==> src/include/arcade_cfg.svh <==
// configuration constants for the arcade core glue
// bridge register map, data table slots, controller key bits and video delay

`ifndef ARCADE_CFG_SVH
`define ARCADE_CFG_SVH

// bridge register map, one word each
`define REG_PLAYERS_ADDR   32'h8000_0000
`define REG_BONUS_ADDR     32'h9000_0000
`define REG_ROM_SIZE_ADDR  32'hF800_0000

// host data table
`define SAVE_SIZE          32'd65536
`define DT_ROM_SIZE_ADDR   10'd1
`define DT_SAVE_SIZE_ADDR  10'd3

// controllers
`define SYNC_STAGES        3
`define NUM_PLAYERS        2

// bit positions in the controller key bitmap
`define KEY_UP             0
`define KEY_DOWN           1
`define KEY_LEFT           2
`define KEY_RIGHT          3
`define KEY_FIRE           4
`define KEY_SELECT         14
`define KEY_START          15

// pixel steps between the raw and the used horizontal blank
`define HBLANK_DELAY       9

`endif

==> src/verilog/arcade_pkg.sv <==
// shared types of the arcade core glue
// register selects, poller phases and the bus and pixel widths

`default_nettype none

package arcade_pkg;

    // bridge register decode
    typedef enum logic [1:0] {
        sel_players,
        sel_bonus,
        sel_rom_size,
        sel_none
    } bridge_reg_e;

    // data table poller, read the rom size or write the save size
    typedef enum logic {
        phase_read_rom,
        phase_write_save
    } poll_phase_e;

    typedef logic [15:0] key_map_t;
    // bit 0 up, 1 down, 2 left, 3 right, 4 fire, all active low
    typedef logic [4:0]  stick_n_t;
    typedef logic [1:0]  setting_t;
    // red 7:5, green 4:2, blue 1:0
    typedef logic [7:0]  rgb332_t;
    typedef logic [31:0] word_t;
    typedef logic [9:0]  dt_addr_t;

endpackage

`default_nettype wire

==> src/verilog/bridge_apb_regs.sv <==
// APB slave for the core settings
// players and bonus registers, rom size read-back, error on unmapped addresses

`default_nettype none

`include "arcade_cfg.svh"

module bridge_apb_regs (
    input  wire                     clk_74a,
    input  wire                     pll_core_locked,
    input  wire arcade_pkg::word_t  paddr,
    input  wire                     psel,
    input  wire                     penable,
    input  wire                     pwrite,
    input  wire arcade_pkg::word_t  pwdata,
    input  wire arcade_pkg::word_t  rom_file_size,
    output arcade_pkg::word_t       prdata,
    output logic                    pready,
    output logic                    pslverr,
    output arcade_pkg::setting_t    players,
    output arcade_pkg::setting_t    bonus
);
    import arcade_pkg::*;

    bridge_reg_e reg_sel;
    logic        access;

    always_comb begin
        case (paddr)
            `REG_PLAYERS_ADDR:  reg_sel = sel_players;
            `REG_BONUS_ADDR:    reg_sel = sel_bonus;
            `REG_ROM_SIZE_ADDR: reg_sel = sel_rom_size;
            default:            reg_sel = sel_none;
        endcase
    end

    // access phase, no wait states
    assign access  = psel & penable;
    assign pready  = 1'b1;
    assign pslverr = access & (reg_sel == sel_none);

    always_ff @(posedge clk_74a or negedge pll_core_locked) begin
        if (!pll_core_locked) begin
            players <= '0;
            bonus   <= '0;
        end else if (access && pwrite) begin
            case (reg_sel)
                sel_players: players <= pwdata[1:0];
                sel_bonus:   bonus   <= pwdata[1:0];
                default: ;
            endcase
        end
    end

    // read mux, unmapped reads return zero
    always_comb begin
        case (reg_sel)
            sel_players:  prdata = word_t'(players);
            sel_bonus:    prdata = word_t'(bonus);
            sel_rom_size: prdata = rom_file_size;
            default:      prdata = '0;
        endcase
    end

    // every access phase follows a setup phase on the same select
    a_apb_setup: assert property (@(posedge clk_74a) disable iff (!pll_core_locked)
        penable |-> psel && $past(psel))
        else $error("penable without a preceding setup phase");

endmodule

`default_nettype wire

==> src/verilog/datatable_poller.sv <==
// host data table poller
// eight-step loop, rom size read and save size write

`default_nettype none

`include "arcade_cfg.svh"

module datatable_poller (
    input  wire                     clk_74a,
    input  wire                     pll_core_locked,
    input  wire arcade_pkg::word_t  datatable_q,
    output arcade_pkg::dt_addr_t    datatable_addr,
    output logic                    datatable_wren,
    output arcade_pkg::word_t       datatable_data,
    output arcade_pkg::word_t       rom_file_size
);
    import arcade_pkg::*;

    logic [2:0]  step;
    poll_phase_e phase;

    // counts 5 to 7 write, the rest read
    assign phase = (step > 3'd4) ? phase_write_save : phase_read_rom;

    always_ff @(posedge clk_74a or negedge pll_core_locked) begin
        if (!pll_core_locked) begin
            step           <= '0;
            datatable_addr <= '0;
            datatable_wren <= 1'b0;
            datatable_data <= '0;
            rom_file_size  <= '0;
        end else begin
            step <= step + 3'd1;
            case (phase)
                phase_read_rom: begin
                    datatable_wren <= 1'b0;
                    datatable_addr <= `DT_ROM_SIZE_ADDR;
                    // address has been stable for a few steps by now
                    if (step == 3'd4)
                        rom_file_size <= datatable_q;
                end
                phase_write_save: begin
                    datatable_wren <= 1'b1;
                    datatable_addr <= `DT_SAVE_SIZE_ADDR;
                    datatable_data <= `SAVE_SIZE;
                end
            endcase
        end
    end

    a_wren_slot: assert property (@(posedge clk_74a) disable iff (!pll_core_locked)
        datatable_wren |-> datatable_addr == `DT_SAVE_SIZE_ADDR)
        else $error("data table write outside the save size slot");

    // write burst is three cycles per loop
    a_wren_len: assert property (@(posedge clk_74a) disable iff (!pll_core_locked)
        $rose(datatable_wren) |-> datatable_wren [*3] ##1 !datatable_wren)
        else $error("data table write burst has the wrong length");

endmodule

`default_nettype wire

==> src/verilog/player_controls.sv <==
// one controller
// key bitmap synchronizer and mapping to active-low cabinet signals

`default_nettype none

`include "arcade_cfg.svh"

module player_controls (
    input  wire                        clk_74a,
    input  wire                        pll_core_locked,
    input  wire arcade_pkg::key_map_t  cont_key,
    output arcade_pkg::stick_n_t       stick_n,
    output logic                       start_n,
    output logic                       coin_n
);
    import arcade_pkg::*;

    key_map_t sync_q [`SYNC_STAGES];
    key_map_t key_s;

    //////////////////////////////////////////////////
    // synchronizer
    //////////////////////////////////////////////////

    always_ff @(posedge clk_74a or negedge pll_core_locked) begin
        if (!pll_core_locked) begin
            sync_q <= '{default: '0};
        end else begin
            sync_q[0] <= cont_key;
            for (int i = 1; i < `SYNC_STAGES; i++) begin
                sync_q[i] <= sync_q[i-1];
            end
        end
    end

    assign key_s = sync_q[`SYNC_STAGES-1];

    //////////////////////////////////////////////////
    // key mapping
    //////////////////////////////////////////////////

    // game inputs are active low
    assign stick_n = ~{key_s[`KEY_FIRE], key_s[`KEY_RIGHT], key_s[`KEY_LEFT],
                       key_s[`KEY_DOWN], key_s[`KEY_UP]};
    assign start_n = ~key_s[`KEY_START];
    // select doubles as the coin button
    assign coin_n  = ~key_s[`KEY_SELECT];

endmodule

`default_nettype wire

==> src/verilog/cabinet_inputs.sv <==
// cabinet input register
// merges both players into one registered word, packs the dip switch byte

`default_nettype none

`include "arcade_cfg.svh"

module cabinet_inputs (
    input  wire                         clk_74a,
    input  wire                         pll_core_locked,
    input  wire arcade_pkg::stick_n_t   stick_n_in [`NUM_PLAYERS],
    input  wire [`NUM_PLAYERS-1:0]      start_n_in,
    input  wire [`NUM_PLAYERS-1:0]      coin_n_in,
    input  wire arcade_pkg::setting_t   players,
    input  wire arcade_pkg::setting_t   bonus,
    output arcade_pkg::stick_n_t        p1_stick_n,
    output arcade_pkg::stick_n_t        p2_stick_n,
    output logic [`NUM_PLAYERS-1:0]     start_n,
    output logic                        coin_n,
    output logic [7:0]                  dip_switch
);
    import arcade_pkg::*;

    localparam int STICK_W = $bits(stick_n_t);
    localparam int CAB_W   = 2 * STICK_W + `NUM_PLAYERS + 1;

    logic [CAB_W-1:0] cab_d;
    logic [CAB_W-1:0] cab_q;

    // one shared coin slot, active when any player inserts
    assign cab_d = {&coin_n_in, start_n_in, stick_n_in[1], stick_n_in[0]};

    always_ff @(posedge clk_74a or negedge pll_core_locked) begin
        if (!pll_core_locked) begin
            cab_q      <= '1;
            dip_switch <= '0;
        end else begin
            cab_q      <= cab_d;
            // upper four switches unused
            dip_switch <= {4'b0000, bonus, players};
        end
    end

    assign p1_stick_n = cab_q[STICK_W-1:0];
    assign p2_stick_n = cab_q[2*STICK_W-1:STICK_W];
    assign start_n    = cab_q[2*STICK_W+`NUM_PLAYERS-1:2*STICK_W];
    assign coin_n     = cab_q[CAB_W-1];

endmodule

`default_nettype wire

==> src/verilog/video_formatter.sv <==
// video output formatting
// 3-3-2 to 24-bit rgb, data enable, delayed hblank, sync pulses

`default_nettype none

`include "arcade_cfg.svh"

module video_formatter (
    input  wire                         clk_74a,
    input  wire                         pll_core_locked,
    input  wire                         pix_ce,
    input  wire arcade_pkg::rgb332_t    pix_rgb,
    input  wire                         hblank_raw,
    input  wire                         vblank_raw,
    input  wire                         hsync_n,
    input  wire                         vsync_n,
    output logic [23:0]                 video_rgb,
    output logic                        video_de,
    output logic                        video_hs,
    output logic                        video_vs
);
    import arcade_pkg::*;

    logic [`HBLANK_DELAY-1:0] hbl_q;
    logic                     hblank;
    logic                     blank;
    logic                     hs_prev;
    logic                     vs_prev;

    // widen each channel by repeating its bits
    function automatic logic [23:0] expand_rgb(input rgb332_t pix);
        logic [2:0] r;
        logic [2:0] g;
        logic [1:0] b;
        r = pix[7:5];
        g = pix[4:2];
        b = pix[1:0];
        return {r, r, r[2:1], g, g, g[2:1], b, b, b, b};
    endfunction

    // raw hblank leads the pixels, line it up
    assign hblank = hbl_q[`HBLANK_DELAY-1];
    assign blank  = hblank | vblank_raw;

    always_ff @(posedge clk_74a or negedge pll_core_locked) begin
        if (!pll_core_locked) begin
            hbl_q     <= '0;
            hs_prev   <= 1'b0;
            vs_prev   <= 1'b0;
            video_rgb <= '0;
            video_de  <= 1'b0;
            video_hs  <= 1'b0;
            video_vs  <= 1'b0;
        end else begin
            if (pix_ce)
                hbl_q <= {hbl_q[`HBLANK_DELAY-2:0], hblank_raw};

            video_de <= ~blank;
            // hold the last pixel through blanking
            if (!blank)
                video_rgb <= expand_rgb(pix_rgb);

            // one pulse per falling sync
            video_hs <= ~hsync_n & ~hs_prev;
            video_vs <= ~vsync_n & ~vs_prev;
            hs_prev  <= ~hsync_n;
            vs_prev  <= ~vsync_n;
        end
    end

    a_hs_pulse: assert property (@(posedge clk_74a) disable iff (!pll_core_locked)
        video_hs |=> !video_hs)
        else $error("video_hs high for more than one cycle");

endmodule

`default_nettype wire

==> src/verilog/arcade_core_top.sv <==
// arcade core glue top level
// settings bus, data table poller, controllers, cabinet inputs, video

`default_nettype none

`include "arcade_cfg.svh"

module arcade_core_top (
    input  wire                         clk_74a,
    input  wire                         pll_core_locked,

    // settings bus
    input  wire arcade_pkg::word_t      paddr,
    input  wire                         psel,
    input  wire                         penable,
    input  wire                         pwrite,
    input  wire arcade_pkg::word_t      pwdata,
    output wire arcade_pkg::word_t      prdata,
    output wire                         pready,
    output wire                         pslverr,

    // host data table
    output wire arcade_pkg::dt_addr_t   datatable_addr,
    output wire                         datatable_wren,
    output wire arcade_pkg::word_t      datatable_data,
    input  wire arcade_pkg::word_t      datatable_q,

    // controllers and cabinet
    input  wire arcade_pkg::key_map_t   cont1_key,
    input  wire arcade_pkg::key_map_t   cont2_key,
    output wire arcade_pkg::stick_n_t   p1_stick_n,
    output wire arcade_pkg::stick_n_t   p2_stick_n,
    output wire [1:0]                   start_n,
    output wire                         coin_n,
    output wire [7:0]                   dip_switch,

    // video from the game and to the scaler
    input  wire                         pix_ce,
    input  wire arcade_pkg::rgb332_t    pix_rgb,
    input  wire                         hblank_raw,
    input  wire                         vblank_raw,
    input  wire                         hsync_n,
    input  wire                         vsync_n,
    output wire [23:0]                  video_rgb,
    output wire                         video_de,
    output wire                         video_hs,
    output wire                         video_vs
);

    wire arcade_pkg::setting_t  players;
    wire arcade_pkg::setting_t  bonus;
    wire arcade_pkg::word_t     rom_file_size;
    wire arcade_pkg::key_map_t  cont_key_w [`NUM_PLAYERS];
    wire arcade_pkg::stick_n_t  stick_n_w [`NUM_PLAYERS];
    wire [`NUM_PLAYERS-1:0]     start_n_w;
    wire [`NUM_PLAYERS-1:0]     coin_n_w;

    assign cont_key_w[0] = cont1_key;
    assign cont_key_w[1] = cont2_key;

    //////////////////////////////////////////////////
    // bridge and data table
    //////////////////////////////////////////////////

    bridge_apb_regs u_bridge (
        .clk_74a         (clk_74a),
        .pll_core_locked (pll_core_locked),
        .paddr           (paddr),
        .psel            (psel),
        .penable         (penable),
        .pwrite          (pwrite),
        .pwdata          (pwdata),
        .rom_file_size   (rom_file_size),
        .prdata          (prdata),
        .pready          (pready),
        .pslverr         (pslverr),
        .players         (players),
        .bonus           (bonus)
    );

    datatable_poller u_poller (
        .clk_74a         (clk_74a),
        .pll_core_locked (pll_core_locked),
        .datatable_q     (datatable_q),
        .datatable_addr  (datatable_addr),
        .datatable_wren  (datatable_wren),
        .datatable_data  (datatable_data),
        .rom_file_size   (rom_file_size)
    );

    //////////////////////////////////////////////////
    // controls
    //////////////////////////////////////////////////

    for (genvar i = 0; i < `NUM_PLAYERS; i++) begin : g_player
        player_controls u_player (
            .clk_74a         (clk_74a),
            .pll_core_locked (pll_core_locked),
            .cont_key        (cont_key_w[i]),
            .stick_n         (stick_n_w[i]),
            .start_n         (start_n_w[i]),
            .coin_n          (coin_n_w[i])
        );
    end

    cabinet_inputs u_cabinet (
        .clk_74a         (clk_74a),
        .pll_core_locked (pll_core_locked),
        .stick_n_in      (stick_n_w),
        .start_n_in      (start_n_w),
        .coin_n_in       (coin_n_w),
        .players         (players),
        .bonus           (bonus),
        .p1_stick_n      (p1_stick_n),
        .p2_stick_n      (p2_stick_n),
        .start_n         (start_n),
        .coin_n          (coin_n),
        .dip_switch      (dip_switch)
    );

    //////////////////////////////////////////////////
    // video
    //////////////////////////////////////////////////

    video_formatter u_video (
        .clk_74a         (clk_74a),
        .pll_core_locked (pll_core_locked),
        .pix_ce          (pix_ce),
        .pix_rgb         (pix_rgb),
        .hblank_raw      (hblank_raw),
        .vblank_raw      (vblank_raw),
        .hsync_n         (hsync_n),
        .vsync_n         (vsync_n),
        .video_rgb       (video_rgb),
        .video_de        (video_de),
        .video_hs        (video_hs),
        .video_vs        (video_vs)
    );

endmodule

`default_nettype wire

==> config.mk <==
export PLATFORM = sky130hd
export DESIGN_NAME = arcade_core_top
export DESIGN_NICKNAME = d
export VERILOG_FILES = /design/src/verilog/arcade_pkg.sv /design/src/verilog/bridge_apb_regs.sv /design/src/verilog/datatable_poller.sv /design/src/verilog/player_controls.sv /design/src/verilog/cabinet_inputs.sv /design/src/verilog/video_formatter.sv /design/src/verilog/arcade_core_top.sv
export VERILOG_INCLUDE_DIRS = /design/src /design/src/include
export SDC_FILE = /design/constraint.sdc
export NUM_CORES = 1
export LEC_CHECK = 0
export ABC_CLOCK_PERIOD_IN_PS = 1500
export BUFFER_PORTS_ARGS = -buffer_cell sky130_fd_sc_hd__buf_2
export CORE_MARGIN = 4
export CORE_UTILIZATION = 40
export CTS_CLUSTER_SIZE = 14
export DETAILED_ROUTE_END_ITERATION = 12
export GPL_TIMING_DRIVEN = 0
export HOLD_SLACK_MARGIN = 0.1
export PLACE_DENSITY = 0.87
export SETUP_SLACK_MARGIN = 0.02
export SYNTH_ARGS = -nofsm -noshare
export SYNTH_HDL_FRONTEND = slang
export SYNTH_SLANG_ARGS = --single-unit
==> constraint.sdc <==
create_clock -name clk_74a -period 1.5 [get_ports clk_74a]
set_input_delay 0.15 -clock clk_74a [delete_from_list [all_inputs] [get_ports clk_74a]]
set_output_delay 0.15 -clock clk_74a [all_outputs]
set_load 0.005 [all_outputs]
==> summary.md, run 1 <==
| Metric | Value |
|---|---|
| Gp weighted congestion | 0.7593 |
| Fin worst setup slack | -0.1841 ns |
| Fin area | around 8000 sq um |
| Initial DRT Pass Iterations | 4 |
| Synth cell types | 30 |
| Input/output buffers | approximately 180 |
| RR Startpoint | u_poller.step[0] |
| Detailed placement HPWL | 7774 um |
| Startpoint Class | primary input |
| Ratio of cells with drive above 1 in the final layout | 62.58% |
| Most frequent cells in the layout | buf_2, dfrtp_1, buf_4 |
| Slew Limit Fails | 0 |
| Vias | 3541 |
| Period minus WS final | 1.684 ns |
| Clock Path Buffers | 2 |
| Fin Hold WS | approximately 0.23 ns |
| Violated checks | negative setup slack |
| Relative slew slack | 55.70% |
| Crit-path cells | buf_6 -> nor4_4 -> nand4_4 -> nor3_4 -> buf_12 -> clkbuf_8 -> and2_4 -> buf_6 |
| CP Class | in2out |
| Wirelength per Cell | 16.48 um |
| Mapped Area | approximately 4800 sq um |
| Post-synthesis register bit count | 123 |
| Family with the most delay on the worst path | simple AND/OR/NAND/NOR gates |
| Clock transition at the registers of the reported paths | 0.05 ns |
| Fillers | about 740 |
| Vias in the first global route | 4043 |
| Pwr Total | 9.679 mW |
| Most common cell on crit path | buf_6 |
| Most common cell after layout, fill and taps aside | buf_2 |
| CP Buf/Inv Count | 4 |
| CTS tree | yes |
| DRC errors left | 0 |
| First-pass GRT wire length | 21070 um |
| Largest net degree at the start of global routing | 74 |
| Ports | 271 |
| Hold EP | u_bridge.players[1] |
| Post-synthesis sequential area ratio | 64.47% |
| Initial core utilization | slightly above 40% |
| Gr ovfl total | 0 |
| Reg2reg end | u_poller.rom_file_size[16] |
| Dpl cell area | roughly 6100 sq um |
| R2r setup slk | ~0.050 ns |
| Clk root buf | clkbuf_16 |
| Die Span X | between 100 and 150 um |
| Layout area overhead | 66.16% |
| Slowest-stage cell, CP | nor4_4 |
| Place WS | -0.4428 ns |
| Worst min path class | in2reg |
| Worst reg2reg path depth | 6 |
| Placed cells | 692 |
| Hold Crit Start | paddr[28] |
| Top FF cell, synth | dfrtp_1 |
| Latest clock arrival within the worst-skew pair | 0.40 ns |
| Status | finished with violations |
| Worst slew pin tran | 0.6645 ns |
| Mapped Avg Cell Area | approximately 15 sq um |
| Nets | 795 |
| FFs w/ async S/R, synth | 100.0% |
| Final hold violations | 0 |
| Fin cells | slightly above 800 |
| Number of synthesized flops with an enable pin | 0 |
| Max-cap violations | 0 |
| CP Capture Type | output port |
| H-tree levels | 4 |
| Num CTS Buffers | 17 |
| Crit path DAT | 1.53 ns |
| RSZ-0062 raised after global routing | true |
| Die Span Y | between 100 and 150 um |
| Worst Path Required | 1.35 ns |
| P_leak | a little over 4 nW |
| Synth Warn # | 0 |
| Final worst path period share | 112.3% |
| Post-route antenna net violation count | 0 |
| Core area | roughly 12000 sq um |
| 1st-iter DRT viols | 73 |
| Cells after Synth | between 300 and 400 |
| Finished Core Util | 68.96% |
| CP max FO | 6 |
| Max Clock Skew | 0.007955 ns |
| Fmax | 593.8 MHz |
| PwrDens | between 1000 and 1500 nW/um^2 |
| Vias/cell | 4.393 |
| Initial antenna violation count | 4 |
| Cell Rows | 39 |
| Delay of the slowest critical-path stage | ~0.34 ns |
| TNS Setup | -5.164 ns |
| Final wirelength | ~13000 um |
| Max VDD drop | 1.028 mV |
| Total die area | 13820 sq um |
| Final setup viols | 37 |
| Tot GR Track Use | 19.64% |
| Hold depth | 3 |
| CTS sink cnt | 123 |
-- cells by family after synthesis --
family	Yosys count	synth area share (%)
xor gates and xnor gates	1	0.1825
other	2	0.1565
adders and majority gates	2	0.5213
and+or+nand+nor	57	9.567
buffers and inverters	85	11.50
muxes	55	13.06
AOI/OAI and AO/OA	3	0.5473
DFF	123	64.47
-- registers in the layout, indices dropped and copies added, names as in the netlist --
name / cells
g_player.u_player.key_s: 14
g_player.u_player.sync_q: 28
u_bridge.bonus: 2
u_bridge.players: 2
u_cabinet.cab_q: 13
u_cabinet.dip_switch: 4
u_poller.datatable_addr: 2
u_poller.datatable_data: 1
u_poller.rom_file_size: 32
u_poller.step: 3
u_video.hbl_q: 9
u_video.hs_prev: 1
u_video.video_de: 1
u_video.video_hs: 1
u_video.video_rgb: 8
u_video.video_vs: 1
u_video.vs_prev: 1
-- how the worst max path moves through the flow --
stage / startpoint / endpoint / depth (start not counted)
floorplan: paddr[26] / u_bridge.bonus[0] / 4
global placement: pll_core_locked / u_video.video_rgb[20] / 1
detailed placement: paddr[26] / prdata[10] / 7
CTS: paddr[18] / prdata[17] / 8
global route: paddr[19] / prdata[16] / 8
finish: paddr[18] / prdata[4] / 8
-- routing by layer --
metal	up-vias	wire length (um)	track usage (%)
li1	1610	-	-
met1	1713	4460	18.73
met2	173	7250	35.66
met3	43	970	8.602
met4	2	589	10.04
met5	-	9	0
-- cell usage after synthesis (3+ instances only) --
cell / n / area, sq um
mux2_2: 51 / 574.3
inv_1: 17 / 63.81
dfstp_2: 13 / 341.6
nor4_4: 6 / 127.6
clkbuf_2: 3 / 15.01
dfrtp_1: 110 / 2753
nor2_1: 7 / 26.28
and2_1: 30 / 187.7
buf_1: 3 / 11.26
buf_4: 61 / 457.9
-- tightest hold or removal path, stage by stage --
cell    delay (ns)
buf_2         0.18
nor4_4        0.09
mux2_4        0.19
-- timing repair --
| item | 4_1_cts | 5_1_grt |
|---|---|---|
| cloned | 3 | 1 |
| hold buffers | 61 | 0 |
| pin swaps | 35 | 12 |
| buffers inserted | 8 | 6 |
| gates resized for setup | 69 | 43 |
| endpoints found under the hold margin | 114 | 0 |
| endpoints found under the setup margin | 63 | 75 |
-- layout make-up --
class	count	area [sq um]	area share [%]
well taps	143	178.9	2.243
repair buffers	257	1947	24.41
clock inverters	13	191.4	2.400
inverters	17	63.81	0.8001
diodes	3	7.507	0.09413
clock buffers	19	442.9	5.554
multi-input cells	163	1484	18.61
flip-flops and latches	123	3094	38.80
plain buffers	68	565.5	7.091
-- report_power, final --
group / leakage (nW) / internal (mW) / switching (mW)
combinational: 2.29 / 0.970 / 0.558
clock: 0.301 / 2.84 / 1.47
sequential: 1.44 / 3.65 / 0.195
No activity file was read; power rests on OpenSTA's default activity.
==> inputs of run 2 (changes only) <==
--- a/config.mk
+++ b/config.mk
@@ -6,15 +6,16 @@
 export SDC_FILE = /design/constraint.sdc
 export NUM_CORES = 1
 export LEC_CHECK = 0
-export ABC_CLOCK_PERIOD_IN_PS = 1500
+export ABC_CLOCK_PERIOD_IN_PS = 1890
 export BUFFER_PORTS_ARGS = -buffer_cell sky130_fd_sc_hd__buf_2
 export CORE_MARGIN = 4
-export CORE_UTILIZATION = 40
+export CORE_UTILIZATION = 44
 export CTS_CLUSTER_SIZE = 14
 export DETAILED_ROUTE_END_ITERATION = 12
 export GPL_TIMING_DRIVEN = 0
 export HOLD_SLACK_MARGIN = 0.1
-export PLACE_DENSITY = 0.87
+export PLACE_DENSITY = 0.9
+export REMOVE_ABC_BUFFERS = 1
 export SETUP_SLACK_MARGIN = 0.02
 export SYNTH_ARGS = -nofsm -noshare
 export SYNTH_HDL_FRONTEND = slang
==> constraint.sdc (replaced) <==
create_clock -name clk_74a -period 1.89 [get_ports clk_74a]
set_input_delay 0.189 -clock clk_74a [delete_from_list [all_inputs] [get_ports clk_74a]]
set_output_delay 0.189 -clock clk_74a [all_outputs]
set_load 0.005 [all_outputs]
==> run 2 against run 1 <==
  * The run now ends clean
  * Final area is 12% lower
  * Setup slack improved by 0.25 ns
  * Flip-flop and latch count unchanged
  * Hold slack worse by 0.061 ns
  * Via count shrank 9.5%
  * Sequential power fell by 21%
  * Register-to-register slack improved by 0.27 ns
  * Non-clock buffer count fell by 72
  * Total power is 28% lower
  * Sequential share of layout area grew 5.3 points
  * Critical endpoint is now prdata[21]
  * Largest cell class unchanged
==> summary.md, run 2 (synthesis gave the netlist of run 1 again) <==
| Metric | Value |
|---|---|
| Status | complete, no violations |
| Hold EP | u_bridge.players[0] |
| DRC errors left | 0 |
| Final wirelength | 11720 um |
| Largest net degree at the start of global routing | 65 |
| CP Class | in2out |
| Antenna diodes | 0 |
| Crit-path cells | buf_2 -> nor4_4 -> nand4_4 -> buf_4 -> nor3_4 -> buf_12 -> and2_1 -> buf_2 |
| H-tree levels | 4 |
| Reg2reg end | u_poller.rom_file_size[16] |
| Vias | 3205 |
| PwrDens | 988.7 nW/um^2 |
| Worst min path class | in2reg |
| Vias/cell | 4.421 |
| P_leak | around 3.6 nW |
| Clock transition at the registers of the reported paths | 0.05 ns |
| Slew Limit Fails | 0 |
| Clock Path Buffers | 2 |
| Period minus WS final | 1.825 ns |
| Hold Crit Start | paddr[28] |
| Nets | 724 |
| Clk root buf | clkbuf_8 |
| Final hold violations | 0 |
| Delay of the slowest critical-path stage | 0.31 ns |
| Pwr Total | 6.944 mW |
| Detailed placement HPWL | just under 7000 um |
| Slowest-stage cell, CP | nor4_4 |
| Max Clock Skew | 0.007993 ns |
| Post-route antenna net violation count | 0 |
| Ports | 271 |
| Gp weighted congestion | a little over 0.8 |
| Largest register FFs | 32 |
| Initial core utilization | approximately 46% |
| Fin worst setup slack | roughly 0.065 ns |
| Wirelength per Cell | between 15 and 20 um |
| Place WS | -0.8412 ns |
| RSZ-0062 raised after global routing | true |
| CP Capture Type | output port |
| CP max FO | 15 |
| CTS tree | yes |
| Worst reg2reg path depth | 4 |
| Fmax | 548.1 MHz |
| Most frequent cells in the layout | buf_2, dfrtp_1, dlygate4sd3_1 |
| Top reg by flops | u_poller.rom_file_size |
| Initial antenna violation count | 0 |
| Latest clock arrival within the worst-skew pair | 0.50 ns |
| Cell Rows | 37 |
| Input/output buffers | 178 |
| Num CTS Buffers | 17 |
| CTS sink cnt | 123 |
| Most common cell on crit path | buf_2 |
| Vias in the first global route | 3478 |
| Startpoint Class | primary input |
| Worst Path Required | 1.70 ns |
| First-pass GRT wire length | 17840 um |
| Initial DRT Pass Iterations | 7 |
| RR Startpoint | u_poller.step[0] |
| Tot GR Track Use | 18.28% |
| Crit path DAT | 1.64 ns |
| Max VDD drop | a little under 0.9 mV |
| Hold depth | 3 |
| Most common cell after layout, fill and taps aside | buf_2 |
| Family with the most delay on the worst path | simple AND/OR/NAND/NOR gates |
| Worst slew pin tran | 0.7474 ns |
| Gr ovfl total | 0 |
| Core area | 10460 sq um |
| CP Buf/Inv Count | 4 |
| Max-cap violations | 0 |
| Final worst path period share | 96.54% |
| Layout area overhead | 46.32% |
| R2r setup slk | 0.32 ns |
| 1st-iter DRT viols | 96 |
| Ratio of cells with drive above 1 in the final layout | 53.31% |
| Final setup viols | 0 |
| Die Span X | 112.4 um |
| Relative slew slack | 50.17% |
| Total die area | about 13000 sq um |
| Die Span Y | 112.4 um |
-- run 2: cell types whose count changed in the layout (fill, tap and decap cells not counted), sizes merged --
cell         before  now
nor3              2    3
buf             260  189
diode             3    0
bufinv            4    1
dlygate4sd3      61   63
clkbuf           23   21
clkinvlp          3    4
clkinv            3    4
-- run 2: report_power, final --
group	switching [mW]	internal (mW)
sequential	0.140	2.90
clock	1.17	1.86
combinational	0.380	0.506
total	1.69	5.26
-- run 2: final cells by class --
cell class | instances | area (sq um)
multi-input combinational | 164 | 1401
inverter | 17 | 63.81
clock inverter | 12 | 113.9
timing repair buffer | 253 | 1724
fill | 707 | 3440
tap | 136 | 170.2
clock buffer | 20 | 455.4
sequential | 123 | 3094
-- run 2: layer usage --
layer | GRT usage, % | share of wire, % | up-vias
met5 | 0 | 0 | -
met4 | 5.128 | 0.38 | 0
met3 | 6.469 | 7.6 | 6
met2 | 34.25 | 57 | 159
met1 | 19.28 | 35 | 1572
li1 | - | - | 1468
-- run 2: per-stage QoR --
| stage | cells | setup TNS [ns] | util (%) | hold WS, ns | area (sq um) |
|---|---|---|---|---|---|
| floorplan | 303 | 0 | - | -0.1066 | 4473 |
| global placement | 617 | -105.57 | 52.89 | 0.2966 | 5534 |
| detailed placement | 618 | -33.19 | 53.18 | 0.2983 | 5564 |
| CTS | 718 | 0 | 65.59 | 0.1154 | 6863 |
| global route | 725 | -0.01774 | 67.13 | 0.1478 | 7023 |
| finish | 725 | 0 | 67.13 | 0.1725 | 7023 |
-- run 2: worst max path at each step --
stage | start | end | slack, ns | cells past startpoint
floorplan | u_poller.step[0] | u_poller.rom_file_size[0] | 0.09 | 4
global placement | paddr[26] | prdata[14] | -0.75 | 6
detailed placement | paddr[26] | prdata[14] | -0.84 | 6
CTS | paddr[26] | prdata[14] | 0.04 | 8
global route | paddr[13] | prdata[4] | -0.02 | 8
finish | paddr[22] | prdata[21] | 0.07 | 8
-- run 2: repair_timing --
action | in CTS | in global routing
gates resized for setup | 6 | 19
setup endpoints to repair | 62 | 20
buffers inserted | 4 | 6
endpoints found under the hold margin | 122 | 0
hold buffers | 63 | 0
pin swaps | 3 | 8
cloned | 1 | 1
-- run 2: worst min-delay path: stages --
cell	delay (ns)
buf_2	0.18
nor4_4	0.07
mux2_1	0.19
==> inputs of run 3 (changes only) <==
--- a/config.mk
+++ b/config.mk
@@ -8,7 +8,6 @@
 export LEC_CHECK = 0
 export ABC_CLOCK_PERIOD_IN_PS = 1890
 export BUFFER_PORTS_ARGS = -buffer_cell sky130_fd_sc_hd__buf_2
-export CORE_MARGIN = 4
 export CORE_UTILIZATION = 44
 export CTS_CLUSTER_SIZE = 14
 export DETAILED_ROUTE_END_ITERATION = 12
@@ -16,7 +15,7 @@
 export HOLD_SLACK_MARGIN = 0.1
 export PLACE_DENSITY = 0.9
 export REMOVE_ABC_BUFFERS = 1
-export SETUP_SLACK_MARGIN = 0.02
+export SETUP_SLACK_MARGIN = 0.1
 export SYNTH_ARGS = -nofsm -noshare
 export SYNTH_HDL_FRONTEND = slang
 export SYNTH_SLANG_ARGS = --single-unit
==> run 3 against run 2 <==
  * Final area shrank 0.32%
  * Combinational power decreased by 0.7%
  * Largest cell class unchanged
  * Via count increased by 2.1%
  * Flip-flop and latch count did not move
  * Final cell count decreased by 0.28%
  * Global-route usage increased by 0.84 points
  * Critical path depth is the same
  * Critical path type unchanged
  * Non-clock buffer count shrank 2
  * Clock power rose by 3%
==> summary.md, run 3 (synthesis gave the netlist of run 1 again) <==
| Metric | Value |
|---|---|
| Vias/cell | 4.524 |
| Latest clock arrival within the worst-skew pair | 0.51 ns |
| Gp weighted congestion | approximately 0.9 |
| Clk root buf | clkbuf_8 |
| RSZ-0062 raised after global routing | true |
| Largest net degree at the start of global routing | 67 |
| DRC errors left | 0 |
| Status | complete, no violations |
| Slew Limit Fails | 0 |
| Clock transition at the registers of the reported paths | 0.06 ns |
| Ports | about 270 |
| Startpoint Class | primary input |
| P_leak | 3.560 nW |
| Largest register FFs | 32 |
| Fillers | 697 |
| Input/output buffers | between 150 and 200 |
| Placed cells | 618 |
| Initial DRT Pass Iterations | 4 |
| CP Class | in2out |
| Vias | 3271 |
| Cell Rows | 37 |
| Fin cells | 723 |
| PwrDens | 1002 nW/um^2 |
| Final worst path period share | between 90% and 100% |
| Most common cell after layout, fill and taps aside | buf_2 |
| Max-cap violations | 0 |
| Detailed placement HPWL | 6181 um |
| Final setup viols | 0 |
| Initial antenna violation count | 0 |
| Core area | between 10000 and 15000 sq um |
| Max Clock Skew | 0.01311 ns |
| Die Span Y | 106.4 um |
| Dpl cell area | 5564 sq um |
| CP max FO | 10 |
| CTS tree | yes |
| Clock Path Buffers | 2 |
| Relative slew slack | 51.41% |
| Final hold violations | 0 |
| Worst Path Required | ~1.7 ns |
| Top reg by flops | u_poller.rom_file_size |
| Post-route antenna net violation count | 0 |
| Wirelength per Cell | 15.08 um |
| Initial core utilization | about 46% |
| Vias in the first global route | 3457 |
| TNS Setup | 0 ns |
| Antenna diodes | 0 |
| Crit path DAT | 1.63 ns |
| Num CTS Buffers | 17 |
| Period minus WS final | approximately 1.8 ns |
| H-tree levels | 4 |
| Layout area overhead | 45.85% |
| Ratio of cells with drive above 1 in the final layout | around 53% |
| Final wirelength | 10900 um |
| Worst min path class | in2reg |
| Max VDD drop | 0.7877 mV |
| Tot GR Track Use | 19.12% |
| Nets | 722 |
| Gr ovfl total | 0 |
| Pwr Total | roughly 7.0 mW |
| CTS sink cnt | 123 |
| 1st-iter DRT viols | 89 |
| Most frequent cells in the layout | buf_2, dfrtp_1, dlygate4sd3_1 |
| Die Span X | between 100 and 150 um |
| Total die area | 11330 sq um |
| Worst slew pin tran | about 0.73 ns |
| CP Capture Type | output port |
| First-pass GRT wire length | between 15000 and 20000 um |
| Fin area | 7000 sq um |
| Fmax | 550.4 MHz |
-- run 3: worst max-delay path: stages --
cell and delay, ns:
buf_6 0.10, nor4_4 0.33, nand4_4 0.16, buf_4 0.18, nor3_4 0.21, buf_6 0.17
and2_1 0.16, buf_2 0.12
-- run 3: final cells by class --
class | instances | area (sq um) | share of cell area [%]
clock inverter | 14 | 148.9 | 2.127
clock buffer | 18 | 427.9 | 6.113
sequential | 123 | 3094 | 44.20
inverter | 17 | 63.81 | 0.9115
multi-input combinational | 164 | 1404 | 20.05
tap | 136 | 170.2 | 2.431
timing repair buffer | 251 | 1692 | 24.16
-- run 3: repair_timing --
item	in CTS	in global routing
gates resized for setup	5	27
setup endpoints to repair	62	57
pin swaps	4	6
hold buffers	63	0
setup buffers	6	3
gates cloned	1	0
endpoints found under the hold margin	123	0
-- run 3: worst paths after layout --
kind                                                   end                       startpoint  slack, ns  cells after the start
setup / recovery                                prdata[11]                         paddr[4]       0.07                      8
hold / removal                         u_bridge.players[0]                        paddr[28]       0.15                      3
setup reg to reg                 u_poller.rom_file_size[8]                 u_poller.step[0]       0.34                      4
hold reg to reg              g_player[1].u_player.key_s[2]  g_player[1].u_player.sync_q[18]       0.34                      0
max in group asynchronous               u_cabinet.cab_q[2]                  pll_core_locked       0.80                      3
min in group asynchronous  g_player[1].u_player.sync_q[32]                  pll_core_locked       0.28                      2
-- run 3: report_power, final --
| group | internal, mW | switching [mW] |
|---|---|---|
| registers | 2.89 | 0.142 |
| logic | 0.510 | 0.370 |
| clock network | 1.83 | 1.27 |
-- run 3: routing by layer --
metal  GRT usage (%)  vias to the layer above  routed length [um]
met2           34.88                      182                5753
met5               0                        -                   0
met3           5.825                       31                 765
met1           19.65                     1594                4049
li1                -                     1464                   -
met4           9.785                        0                 335
-- run 3: through the flow --
step	worst slack (ns)	utilization [%]	hold slack (ns)
2_1_floorplan	0.09243	-	-0.1066
3_3_place_gp	-0.7059	52.89	0.2964
3_5_place_dp	-0.8783	53.18	0.2883
4_1_cts	0.08191	65.51	0.1154
5_1_grt	0.004900	66.91	0.1465
6_report	0.07305	66.91	0.1512
